## config.mk

```make
export PLATFORM = sky130hd
export DESIGN_NAME = rv_pipe_top
export DESIGN_NICKNAME = d
export VERILOG_FILES = /design/src/design/rv_pipe_pkg.sv /design/src/design/pipe_reg.sv /design/src/design/if_stage.sv /design/src/design/register_file.sv /design/src/design/id_stage.sv /design/src/design/ex_stage.sv /design/src/design/controller.sv /design/src/design/rv_pipe_top.sv
export SDC_FILE = /design/constraint.sdc
export NUM_CORES = 2
export LEC_CHECK = 0
export BUFFER_PORTS_ARGS = -buffer_cell sky130_fd_sc_hd__buf_2
export CAP_MARGIN = 10
export CORE_UTILIZATION = 38
export DETAILED_ROUTE_END_ITERATION = 7
export GPL_ROUTABILITY_DRIVEN = 0
export GPL_TIMING_DRIVEN = 1
export PLACE_DENSITY = 0.52
export REMOVE_ABC_BUFFERS = 1
export SYNTH_ARGS = -nofsm -noshare
export SYNTH_HDL_FRONTEND = slang
export SYNTH_SLANG_ARGS = --single-unit
```

## constraint.sdc

```tcl
create_clock -name clk -period 24.8 [get_ports clk]
set_input_delay 4.96 -clock clk [delete_from_list [all_inputs] [get_ports clk]]
set_output_delay 4.96 -clock clk [all_outputs]
set_load 0.02 [all_outputs]
```

## src/design/rv_pipe_pkg.sv

```systemverilog
////////////////////
// Shared types of the rv_pipe front end
// Only the OP, OP-IMM and BRANCH major opcodes are decoded, everything else is illegal
// Struct layouts are packed, so field order is part of the bit layout
////////////////////
package rv_pipe_pkg;

  ////////////////////
  // Encodings
  ////////////////////

  // Major opcodes of the supported RV32I subset
  typedef enum logic [6:0] {
    OPCODE_OPIMM  = 7'h13,
    OPCODE_OP     = 7'h33,
    OPCODE_BRANCH = 7'h63
  } opcode_e;

  // ALU operations, ADD doubles as the harmless default
  typedef enum logic [2:0] {
    ALU_ADD = 3'd0,
    ALU_SUB = 3'd1,
    ALU_AND = 3'd2,
    ALU_OR  = 3'd3,
    ALU_XOR = 3'd4
  } alu_op_e;

  ////////////////////
  // Pipeline payloads
  ////////////////////

  // Fetch to decode, the raw word and the address it was fetched from
  typedef struct packed {
    logic [31:0] instr;
    logic [31:0] pc;
  } if_id_pipe_t;

  // Decode to execute, operands are already resolved including forwarding
  typedef struct packed {
    alu_op_e     alu_op;
    logic [31:0] operand_a;
    logic [31:0] operand_b;
    logic [4:0]  rd;
    logic        rf_we;
    logic        is_branch;
    logic        branch_ne;
    logic [31:0] branch_target;
    logic        illegal;
    logic [31:0] pc;
  } id_ex_pipe_t;

  // Controller commands to the fetch and decode stages
  typedef struct packed {
    logic halt_id;
    logic kill_if;
    logic kill_id;
  } ctrl_fsm_t;

  // Retirement report, one per instruction leaving EX
  typedef struct packed {
    logic [31:0] pc;
    logic [4:0]  rd;
    logic [31:0] data;
    logic        rf_we;
    logic        illegal;
  } retire_t;

endpackage

```

## src/design/pipe_reg.sv

```systemverilog
////////////////////
// One-entry valid/ready pipeline register
// A flush drops the entry and wins over a load in the same cycle
// Only the valid bit is reset, the payload is don't-care while empty
////////////////////
module pipe_reg #(
  parameter type payload_t = logic [31:0]
) (
  input  logic     clk,
  input  logic     rst_n_i,
  input  logic     in_valid_i,
  input  payload_t in_data_i,
  output logic     in_ready_o,
  output logic     out_valid_o,
  output payload_t out_data_o,
  input  logic     out_ready_i,
  input  logic     flush_i
);

  logic     valid_q;
  payload_t data_q;

  // Space is available when empty or when the current entry leaves this cycle
  assign in_ready_o = !valid_q || out_ready_i;

  always_ff @(posedge clk or negedge rst_n_i) begin
    if (!rst_n_i) begin
      valid_q <= 1'b0;
    end else if (flush_i) begin
      valid_q <= 1'b0;
    end else if (in_ready_o) begin
      // Either refill or drain, depending on what upstream offers
      valid_q <= in_valid_i;
    end
  end

  // Payload only moves on a real transfer
  always_ff @(posedge clk) begin
    if (in_valid_i && in_ready_o && !flush_i) begin
      data_q <= in_data_i;
    end
  end

  assign out_valid_o = valid_q;
  assign out_data_o  = data_q;

endmodule

```

## src/design/if_stage.sv

```systemverilog
////////////////////
// Fetch stage with program counter and fetch-to-decode register
// instr_i must be the word at fetch_pc_o whenever instr_valid_i is high
// A taken branch redirects the PC and discards whatever is accepted that cycle
////////////////////
module if_stage #(
  parameter logic [31:0] BOOT_ADDR = 32'h0000_0000
) (
  input  logic                     clk,
  input  logic                     rst_n_i,
  input  logic [31:0]              instr_i,
  input  logic                     instr_valid_i,
  input  rv_pipe_pkg::ctrl_fsm_t   ctrl_i,
  input  logic                     branch_taken_i,
  input  logic [31:0]              branch_target_i,
  input  logic                     id_ready_i,
  output logic [31:0]              fetch_pc_o,
  output logic                     if_ready_o,
  output logic                     if_id_valid_o,
  output rv_pipe_pkg::if_id_pipe_t if_id_o
);
  import rv_pipe_pkg::*;

  logic [31:0] pc_q;
  logic        accept;
  if_id_pipe_t if_id_d;

  // Handshake with the external instruction source
  assign accept = instr_valid_i && if_ready_o;

  // Redirect has priority, an accepted word on the wrong path is flushed below
  always_ff @(posedge clk or negedge rst_n_i) begin
    if (!rst_n_i) begin
      pc_q <= BOOT_ADDR;
    end else if (branch_taken_i) begin
      pc_q <= branch_target_i;
    end else if (accept) begin
      pc_q <= pc_q + 32'd4;
    end
  end

  assign if_id_d    = '{instr: instr_i, pc: pc_q};
  assign fetch_pc_o = pc_q;

  // Fetch-to-decode register, if_ready_o falls once it is full and decode stalls
  pipe_reg #(
    .payload_t (if_id_pipe_t)
  ) u_if_id_reg (
    .clk         (clk),
    .rst_n_i     (rst_n_i),
    .in_valid_i  (instr_valid_i),
    .in_data_i   (if_id_d),
    .in_ready_o  (if_ready_o),
    .out_valid_o (if_id_valid_o),
    .out_data_o  (if_id_o),
    .out_ready_i (id_ready_i),
    .flush_i     (ctrl_i.kill_if)
  );

endmodule

```

## src/design/register_file.sv

```systemverilog
////////////////////
// 32 x 32-bit register file, two combinational reads and one write
// Register x0 is never written and always reads as zero
// A write is visible to reads only after the clock edge, no internal bypass
////////////////////
module register_file (
  input  logic        clk,
  input  logic        rst_n_i,
  input  logic [4:0]  raddr_a_i,
  input  logic [4:0]  raddr_b_i,
  input  logic        we_i,
  input  logic [4:0]  waddr_i,
  input  logic [31:0] wdata_i,
  output logic [31:0] rdata_a_o,
  output logic [31:0] rdata_b_o
);

  logic [31:0] regs_q [32];

  // Whole array clears on reset
  always_ff @(posedge clk or negedge rst_n_i) begin
    if (!rst_n_i) begin
      for (int i = 0; i < 32; i++) begin
        regs_q[i] <= '0;
      end
    end else if (we_i && (waddr_i != 5'd0)) begin
      regs_q[waddr_i] <= wdata_i;
    end
  end

  // x0 is forced to zero on the read side as well
  assign rdata_a_o = (raddr_a_i == 5'd0) ? 32'd0 : regs_q[raddr_a_i];
  assign rdata_b_o = (raddr_b_i == 5'd0) ? 32'd0 : regs_q[raddr_b_i];

endmodule

```

## src/design/id_stage.sv

```systemverilog
////////////////////
// Decode stage for ADD/SUB/AND/OR/XOR, their immediate forms, BEQ and BNE
// Operands come from the register file with a bypass from the instruction in EX
// decode_valid is the stage's own valid, id_valid_o is the decode-to-execute register
// An illegal word still moves down the pipe, but without write or branch
////////////////////
module id_stage (
  input  logic                     clk,
  input  logic                     rst_n_i,
  input  logic                     if_id_valid_i,
  input  rv_pipe_pkg::if_id_pipe_t if_id_i,
  input  rv_pipe_pkg::ctrl_fsm_t   ctrl_i,
  input  logic                     ex_ready_i,
  input  logic [31:0]              rf_rdata_a_i,
  input  logic [31:0]              rf_rdata_b_i,
  input  logic                     fwd_valid_i,
  input  logic [4:0]               fwd_rd_i,
  input  logic [31:0]              fwd_data_i,
  output logic                     id_ready_o,
  output logic                     id_valid_o,
  output logic [4:0]               rf_raddr_a_o,
  output logic [4:0]               rf_raddr_b_o,
  output rv_pipe_pkg::id_ex_pipe_t id_ex_o
);
  import rv_pipe_pkg::*;

  logic [31:0] instr;
  logic [6:0]  opcode;
  logic [2:0]  funct3;
  logic [6:0]  funct7;
  logic [4:0]  rs1;
  logic [4:0]  rs2;
  logic [31:0] imm_i;
  logic [31:0] imm_b;
  logic [31:0] rs1_val;
  logic [31:0] rs2_val;
  alu_op_e     alu_op;
  logic        rf_we;
  logic        is_branch;
  logic        use_imm;
  logic        illegal;
  logic        decode_valid;
  logic        reg_ready;
  id_ex_pipe_t id_ex_d;

  ////////////////////
  // Field extraction
  ////////////////////

  assign instr  = if_id_i.instr;
  assign opcode = instr[6:0];
  assign funct3 = instr[14:12];
  assign funct7 = instr[31:25];
  assign rs1    = instr[19:15];
  assign rs2    = instr[24:20];

  // I-type and B-type immediates, both sign-extended from bit 31
  assign imm_i = {{20{instr[31]}}, instr[31:20]};
  assign imm_b = {{19{instr[31]}}, instr[31], instr[7], instr[30:25], instr[11:8], 1'b0};

  ////////////////////
  // Decoder
  ////////////////////

  always_comb begin
    alu_op    = ALU_ADD;
    rf_we     = 1'b0;
    is_branch = 1'b0;
    use_imm   = 1'b0;
    illegal   = 1'b0;
    case (opcode)
      OPCODE_OPIMM: begin
        rf_we   = 1'b1;
        use_imm = 1'b1;
        case (funct3)
          3'b000:  alu_op = ALU_ADD;
          3'b100:  alu_op = ALU_XOR;
          3'b110:  alu_op = ALU_OR;
          3'b111:  alu_op = ALU_AND;
          default: illegal = 1'b1;
        endcase
      end
      OPCODE_OP: begin
        rf_we = 1'b1;
        // SUB is the only legal encoding with a nonzero funct7
        case ({funct7, funct3})
          {7'h00, 3'b000}: alu_op = ALU_ADD;
          {7'h20, 3'b000}: alu_op = ALU_SUB;
          {7'h00, 3'b100}: alu_op = ALU_XOR;
          {7'h00, 3'b110}: alu_op = ALU_OR;
          {7'h00, 3'b111}: alu_op = ALU_AND;
          default:         illegal = 1'b1;
        endcase
      end
      OPCODE_BRANCH: begin
        // Only BEQ (000) and BNE (001)
        if (funct3[2:1] == 2'b00) begin
          is_branch = 1'b1;
        end else begin
          illegal = 1'b1;
        end
      end
      default: illegal = 1'b1;
    endcase
    // Strip every side effect from an illegal word
    if (illegal) begin
      rf_we     = 1'b0;
      is_branch = 1'b0;
      alu_op    = ALU_ADD;
    end
  end

  ////////////////////
  // Operands and forwarding
  ////////////////////

  assign rf_raddr_a_o = rs1;
  assign rf_raddr_b_o = rs2;

  // The instruction in EX writes at the end of this cycle, so take its result directly
  assign rs1_val = (fwd_valid_i && (fwd_rd_i != 5'd0) && (fwd_rd_i == rs1)) ?
                   fwd_data_i : rf_rdata_a_i;
  assign rs2_val = (fwd_valid_i && (fwd_rd_i != 5'd0) && (fwd_rd_i == rs2)) ?
                   fwd_data_i : rf_rdata_b_i;

  assign id_ex_d = '{
    alu_op:        alu_op,
    operand_a:     rs1_val,
    operand_b:     use_imm ? imm_i : rs2_val,
    rd:            instr[11:7],
    rf_we:         rf_we,
    is_branch:     is_branch,
    branch_ne:     funct3[0],
    branch_target: if_id_i.pc + imm_b,
    illegal:       illegal,
    pc:            if_id_i.pc
  };

  ////////////////////
  // Halt and kill
  ////////////////////

  // Halt freezes the word in the fetch-to-decode register, kill drains it
  assign decode_valid = if_id_valid_i && !ctrl_i.halt_id && !ctrl_i.kill_id;
  assign id_ready_o   = ctrl_i.kill_id || (!ctrl_i.halt_id && reg_ready);

  // EX always drains this register, so no flush is needed here
  pipe_reg #(
    .payload_t (id_ex_pipe_t)
  ) u_id_ex_reg (
    .clk         (clk),
    .rst_n_i     (rst_n_i),
    .in_valid_i  (decode_valid),
    .in_data_i   (id_ex_d),
    .in_ready_o  (reg_ready),
    .out_valid_o (id_valid_o),
    .out_data_o  (id_ex_o),
    .out_ready_i (ex_ready_i),
    .flush_i     (1'b0)
  );

endmodule

```

## src/design/ex_stage.sv

```systemverilog
////////////////////
// Execute stage, the last stage of the pipe
// Works directly on the decode-to-execute register, results are combinational
// The register write lands on the edge that ends the EX cycle
////////////////////
module ex_stage (
  input  logic                     clk,
  input  logic                     rst_n_i,
  input  logic                     id_valid_i,
  input  rv_pipe_pkg::id_ex_pipe_t id_ex_i,
  output logic                     ex_ready_o,
  output logic                     branch_taken_o,
  output logic [31:0]              branch_target_o,
  output logic                     rf_we_o,
  output logic [4:0]               rf_waddr_o,
  output logic [31:0]              rf_wdata_o,
  output logic                     retire_valid_o,
  output rv_pipe_pkg::retire_t     retire_o
);
  import rv_pipe_pkg::*;

  logic        ready_q;
  logic        fire;
  logic        cond_met;
  logic [31:0] alu_result;

  // Ready comes up on the first edge after reset release and stays up
  always_ff @(posedge clk or negedge rst_n_i) begin
    if (!rst_n_i) begin
      ready_q <= 1'b0;
    end else begin
      ready_q <= 1'b1;
    end
  end

  assign ex_ready_o = ready_q;
  assign fire       = id_valid_i && ready_q;

  always_comb begin
    case (id_ex_i.alu_op)
      ALU_SUB: alu_result = id_ex_i.operand_a - id_ex_i.operand_b;
      ALU_AND: alu_result = id_ex_i.operand_a & id_ex_i.operand_b;
      ALU_OR:  alu_result = id_ex_i.operand_a | id_ex_i.operand_b;
      ALU_XOR: alu_result = id_ex_i.operand_a ^ id_ex_i.operand_b;
      default: alu_result = id_ex_i.operand_a + id_ex_i.operand_b;
    endcase
  end

  // BEQ compares equal, BNE inverts it
  assign cond_met        = (id_ex_i.operand_a == id_ex_i.operand_b) ^ id_ex_i.branch_ne;
  assign branch_taken_o  = fire && id_ex_i.is_branch && cond_met;
  assign branch_target_o = id_ex_i.branch_target;

  // Write-back port, also used as the forwarding source by decode
  assign rf_we_o    = fire && id_ex_i.rf_we;
  assign rf_waddr_o = id_ex_i.rd;
  assign rf_wdata_o = alu_result;

  assign retire_valid_o = fire;
  assign retire_o = '{
    pc:      id_ex_i.pc,
    rd:      id_ex_i.rd,
    data:    alu_result,
    rf_we:   id_ex_i.rf_we,
    illegal: id_ex_i.illegal
  };

endmodule

```

## src/design/controller.sv

```systemverilog
////////////////////
// Pipeline controller for halt and kill
// halt_i is sampled once, so halt acts one cycle after it is raised
// A taken branch kills fetch and decode in the same cycle
////////////////////
module controller (
  input  logic                   clk,
  input  logic                   rst_n_i,
  input  logic                   halt_i,
  input  logic                   branch_taken_i,
  output rv_pipe_pkg::ctrl_fsm_t ctrl_o
);

  logic halt_q;

  // Bring the external halt level into the pipeline clock domain
  always_ff @(posedge clk or negedge rst_n_i) begin
    if (!rst_n_i) begin
      halt_q <= 1'b0;
    end else begin
      halt_q <= halt_i;
    end
  end

  // Both younger instructions are on the wrong path after a taken branch
  assign ctrl_o.kill_if = branch_taken_i;
  assign ctrl_o.kill_id = branch_taken_i;

  // Kill always wins over halt, otherwise the wrong path would be held
  assign ctrl_o.halt_id = halt_q && !branch_taken_i;

endmodule

```

## src/design/rv_pipe_top.sv

```systemverilog
////////////////////
// Three-stage RV32I subset pipeline, fetch, decode and execute
// The instruction source must answer for fetch_pc_o, and a new PC follows each acceptance
// Up to three instructions are in flight, halt_i only stalls decode
////////////////////
module rv_pipe_top #(
  parameter logic [31:0] BOOT_ADDR = 32'h0000_0000
) (
  input  logic                 clk,
  input  logic                 rst_n_i,
  input  logic [31:0]          instr_i,
  input  logic                 instr_valid_i,
  input  logic                 halt_i,
  output logic [31:0]          fetch_pc_o,
  output logic                 if_ready_o,
  output logic                 branch_taken_o,
  output logic                 retire_valid_o,
  output rv_pipe_pkg::retire_t retire_o
);
  import rv_pipe_pkg::*;

  ctrl_fsm_t   ctrl;
  logic [31:0] branch_target;
  logic        if_id_valid;
  if_id_pipe_t if_id;
  logic        id_ready;
  logic        id_valid;
  id_ex_pipe_t id_ex;
  logic        ex_ready;
  logic [4:0]  rf_raddr_a;
  logic [4:0]  rf_raddr_b;
  logic [31:0] rf_rdata_a;
  logic [31:0] rf_rdata_b;
  logic        rf_we;
  logic [4:0]  rf_waddr;
  logic [31:0] rf_wdata;

  if_stage #(
    .BOOT_ADDR (BOOT_ADDR)
  ) u_if_stage (
    .clk             (clk),
    .rst_n_i         (rst_n_i),
    .instr_i         (instr_i),
    .instr_valid_i   (instr_valid_i),
    .ctrl_i          (ctrl),
    .branch_taken_i  (branch_taken_o),
    .branch_target_i (branch_target),
    .id_ready_i      (id_ready),
    .fetch_pc_o      (fetch_pc_o),
    .if_ready_o      (if_ready_o),
    .if_id_valid_o   (if_id_valid),
    .if_id_o         (if_id)
  );

  // The write-back port of EX doubles as the forwarding path
  id_stage u_id_stage (
    .clk           (clk),
    .rst_n_i       (rst_n_i),
    .if_id_valid_i (if_id_valid),
    .if_id_i       (if_id),
    .ctrl_i        (ctrl),
    .ex_ready_i    (ex_ready),
    .rf_rdata_a_i  (rf_rdata_a),
    .rf_rdata_b_i  (rf_rdata_b),
    .fwd_valid_i   (rf_we),
    .fwd_rd_i      (rf_waddr),
    .fwd_data_i    (rf_wdata),
    .id_ready_o    (id_ready),
    .id_valid_o    (id_valid),
    .rf_raddr_a_o  (rf_raddr_a),
    .rf_raddr_b_o  (rf_raddr_b),
    .id_ex_o       (id_ex)
  );

  ex_stage u_ex_stage (
    .clk             (clk),
    .rst_n_i         (rst_n_i),
    .id_valid_i      (id_valid),
    .id_ex_i         (id_ex),
    .ex_ready_o      (ex_ready),
    .branch_taken_o  (branch_taken_o),
    .branch_target_o (branch_target),
    .rf_we_o         (rf_we),
    .rf_waddr_o      (rf_waddr),
    .rf_wdata_o      (rf_wdata),
    .retire_valid_o  (retire_valid_o),
    .retire_o        (retire_o)
  );

  register_file u_register_file (
    .clk       (clk),
    .rst_n_i   (rst_n_i),
    .raddr_a_i (rf_raddr_a),
    .raddr_b_i (rf_raddr_b),
    .we_i      (rf_we),
    .waddr_i   (rf_waddr),
    .wdata_i   (rf_wdata),
    .rdata_a_o (rf_rdata_a),
    .rdata_b_o (rf_rdata_b)
  );

  controller u_controller (
    .clk            (clk),
    .rst_n_i        (rst_n_i),
    .halt_i         (halt_i),
    .branch_taken_i (branch_taken_o),
    .ctrl_o         (ctrl)
  );

endmodule

```

==> flow_metrics.tcl <==
set metrics [dict create \
    clock_sinks 1263 \
    root_buffer "clkbuf_16" \
    cts-buffers-inserted 148 \
    dr_total_vias 53500 \
    fin_worst_skew_ps 27.6 \
    dr.pass1.iters 7 \
    grt_pass1_vias 52000 \
    start_kind "flip-flop" \
    drv_slew 0 \
    nNetsFinal 6687 \
    rsz0062_at_grt "false" \
    syn_area_sq_um 69000 \
    die_area_sq_um 183000 \
    cts_tree "done" \
    arrival_ps 5340 \
    placed_cells 8742 \
    critPathMaxFanout 34 \
    areaGrowthSynthToFinish_pct 11.1 \
    ys_warn_count 0 \
    grt_usage_pct 26.6 \
    synth_edf_count 203 \
    relSlewSlack_pct 20.1 \
    synth_seq_cells 1263 \
    peakVddDrop_v 0.0000519 \
    drt-total-wl_mm 247 \
    end_kind "output port" \
    fin_crit_ps 10300 \
    drv_cap 0 \
    drt_iter0_drc 5038 \
    fin_crit_sh_pct 41.5 \
    nFillCells 17300 \
    worstPathRequired_ps 19840 \
    clock_tree.buffer_depth 3 \
    worst_pin_slew_ps 1200 \
    synth.area.top_cells "dfrtp_1, mux4_2, edfxtp_1" \
    start_util_pct 38.2 \
    busiest_layer "met2" \
    grt_util_met2_pct 42.4 \
    fmax_mhz 97.1 \
    cts-hold-fix-buffers 0 \
    vias_per_cell 5.93 \
    grt_max_degree 152 \
    io_buffers 141 \
    htree_levels 4 \
    synthArstFlopShare_pct 83.9 \
    grt_pass1_wl_mm 363 \
    drive_gt1_share_pct 16.3 \
    postCtsResizedCells 0 \
    clk_latency_ps 820 \
    clkTransAtPathRegs_ps 70 \
    die_h_microns 428 \
    dp_hpwl_mm 142 \
    grt_use_met3_pct 4.43 \
    remaining_drc_errors 0 \
    p_per_area_nw_per_um2 80.4 \
    final_cells 9016 \
    ys_types 100 \
    antenna_found_initial 6 \
    critPathKind "flip-flop to output port" \
    grt_overflow_total 0 \
    postCtsSetupRepairBufs 0 \
    leakagePower_nw 32.6 \
    synth_area_leader_cell "dfrtp_1" \
    drt.antenna.violating_nets 0 \
    outcome "finished, final reports clean" \
    core_sq_um 181000 \
    synth_top_area_share_pct 38.5 \
    die_x_microns 428 \
    wire_per_inst_microns 27.4 \
    rows 156 \
    syn_avg_cell_area_sq_um 10.3 \
    hold_class "flip-flop to flip-flop" \
    io_pins 142 \
    synthFlopType "dfrtp_1" \
    gr-usage-met1_pct 36.1 \
    finalSetupViolCount 0 \
    fin_tns_setup_ps 0 \
    ys_seq_area_share_pct 47.3 \
    syn_inst 6729 \
    hold_viol_final 0 \
]
-- cells in the final DEF, fill, tap and decap left out, types with 19 or more instances in the layout --
| cell type | n |
|---|---|
| edfxtp_1 | 203 |
| mux4_2 | 349 |
| o21ai_1 | 21 |
| xor2_1 | 32 |
| inv_1 | 152 |
| o21ai_0 | 1141 |
| buf_4 | 131 |
| nor3_1 | 31 |
| a221oi_1 | 103 |
| dfrtp_1 | 1060 |
| clkbuf_8 | 28 |
| nand3_1 | 41 |
| nor2_1 | 295 |
| a22oi_1 | 102 |
| buf_2 | 140 |
| o211ai_1 | 72 |
| o22ai_1 | 46 |
| clkbuf_16 | 154 |
| nand2_1 | 1143 |
| clkinv_2 | 25 |
| mux2i_1 | 338 |
| ha_1 | 126 |
| nand2b_1 | 19 |
| xnor2_1 | 41 |
| mux2_2 | 92 |
| a21o_1 | 30 |
| a21oi_1 | 299 |
| clkbuf_1 | 27 |
-- path summary, 6_finish.rpt --
path / start / cells past startpoint / slack [ps] / end
min reg2reg: u_register_file.regs_q[999] / 0 / 400 / u_register_file.regs_q[999]
max: u_id_stage.u_id_ex_reg.out_data_o[139] / 10 / 14500 / retire_o[33]
min in group asynchronous: rst_n_i / 1 / 4160 / u_register_file.regs_q[401]
max reg2reg: u_if_stage.u_if_id_reg.out_data_o[47] / 11 / 19730 / u_id_stage.u_id_ex_reg.out_data_o[119]
min: u_register_file.regs_q[999] / 0 / 400 / u_register_file.regs_q[999]
max in group asynchronous: rst_n_i / 5 / 16900 / u_register_file.regs_q[62]
-- flip-flops by register name, summed over array words and instances, names as in the netlist --
name / flops
u_if_stage.u_if_id_reg.out_data_o: 64
u_id_stage.u_id_ex_reg.out_valid_o: 1
u_id_stage.u_id_ex_reg.out_data_o: 139
u_ex_stage.ex_ready_o: 1
u_controller.halt_q: 1
u_if_stage.u_if_id_reg.out_valid_o: 1
u_if_stage.fetch_pc_o: 32
u_register_file.regs_q: 1024
-- logic make-up after synthesis --
logic type                 Yosys count  share of synthesized area, %
AOI/OAI and AO/OA                 1999                          16.9
and+or+nand+nor                   1685                          9.94
DFF                               1263                          47.3
buffers and inverters              798                          4.75
muxes                              779                          17.8
adders and majority gates          131                          2.40
xor gates and xnor gates            73                         0.927
other                                1                       0.00544
-- metrics by stage --
stage | instance area [sq um] | hold slack [ps] | power (mW) | util, % | setup WS [ps]
floorplan | 66300 | 365 | 3.48 | - | 6320
global placement | 71600 | 384 | 3.89 | 39.7 | 15570
detailed placement | 71600 | 388 | 3.92 | 39.7 | 15480
CTS | 76600 | 400 | 6.20 | 42.4 | 14570
global route | 76600 | 410 | 6.43 | 42.4 | 14290
finish | 76600 | 401 | 6.16 | 42.4 | 14500
-- critical path, stage by stage, from the launching register on --
cell      delay [ps]
edfxtp_1         700
clkinv_1         720
nor3_1           990
or2_2            620
o21a_1           230
nor2_1            60
o31a_1           130
nor4_4           280
buf_4            400
inv_1            180
buf_2            200
-- synthesized netlist by cell type (13+ instances only) --
cell type  count
clkbuf_1     474
o21ai_0     1142
nand4_1       17
xor2_1        32
nand3_1       41
o21bai_1      13
o21ai_1       22
xnor2_1       41
a21o_1        30
o31ai_1       15
edfxtp_1     203
o221ai_1      17
buf_2         54
mux2_2        92
mux4_2       349
dfrtp_1     1060
nor2b_1       17
mux2i_1      338
buf_4         47
a31oi_1       17
inv_1        153
a21oi_1      307
and3_1        13
nor2_1       306
nand2_1     1174
a221oi_1     105
a22oi_1      102
buf_1         57
o211ai_1      72
nor3_1        32
a211oi_1      15
o22ai_1       46
nand2b_1      20
ha_1         126
-- layer usage --
| metal | vias up | wire [microns] |
|---|---|---|
| li1 | 23900 | - |
| met1 | 27000 | 105000 |
| met2 | 2069 | 114000 |
| met3 | 507 | 16900 |
| met4 | 0 | 10400 |
| met5 | - | 0 |
-- report_power, final --
| part | internal [mW] | switching, mW | total (mW) |
|---|---|---|---|
| Combinational | 0.486 | 0.818 | 1.30 |
| Sequential | 2.38 | 0.208 | 2.59 |
| Clock | 1.34 | 0.929 | 2.27 |
-- final cells by class --
| type | instances | area [sq um] | area share (%) |
|---|---|---|---|
| Timing Repair Buffer | 284 | 1940 | 2.53 |
| Inverter | 157 | 591 | 0.771 |
| Clock buffer | 209 | 4340 | 5.66 |
| Multi-Input combinational cell | 4668 | 33500 | 43.7 |
| Tap cell | 2370 | 2970 | 3.87 |
| Sequential cell | 1263 | 32600 | 42.6 |
| Clock inverter | 61 | 666 | 0.869 |
| Antenna cell | 4 | 10.0 | 0.0131 |
Power figures use the tool's default switching activity.
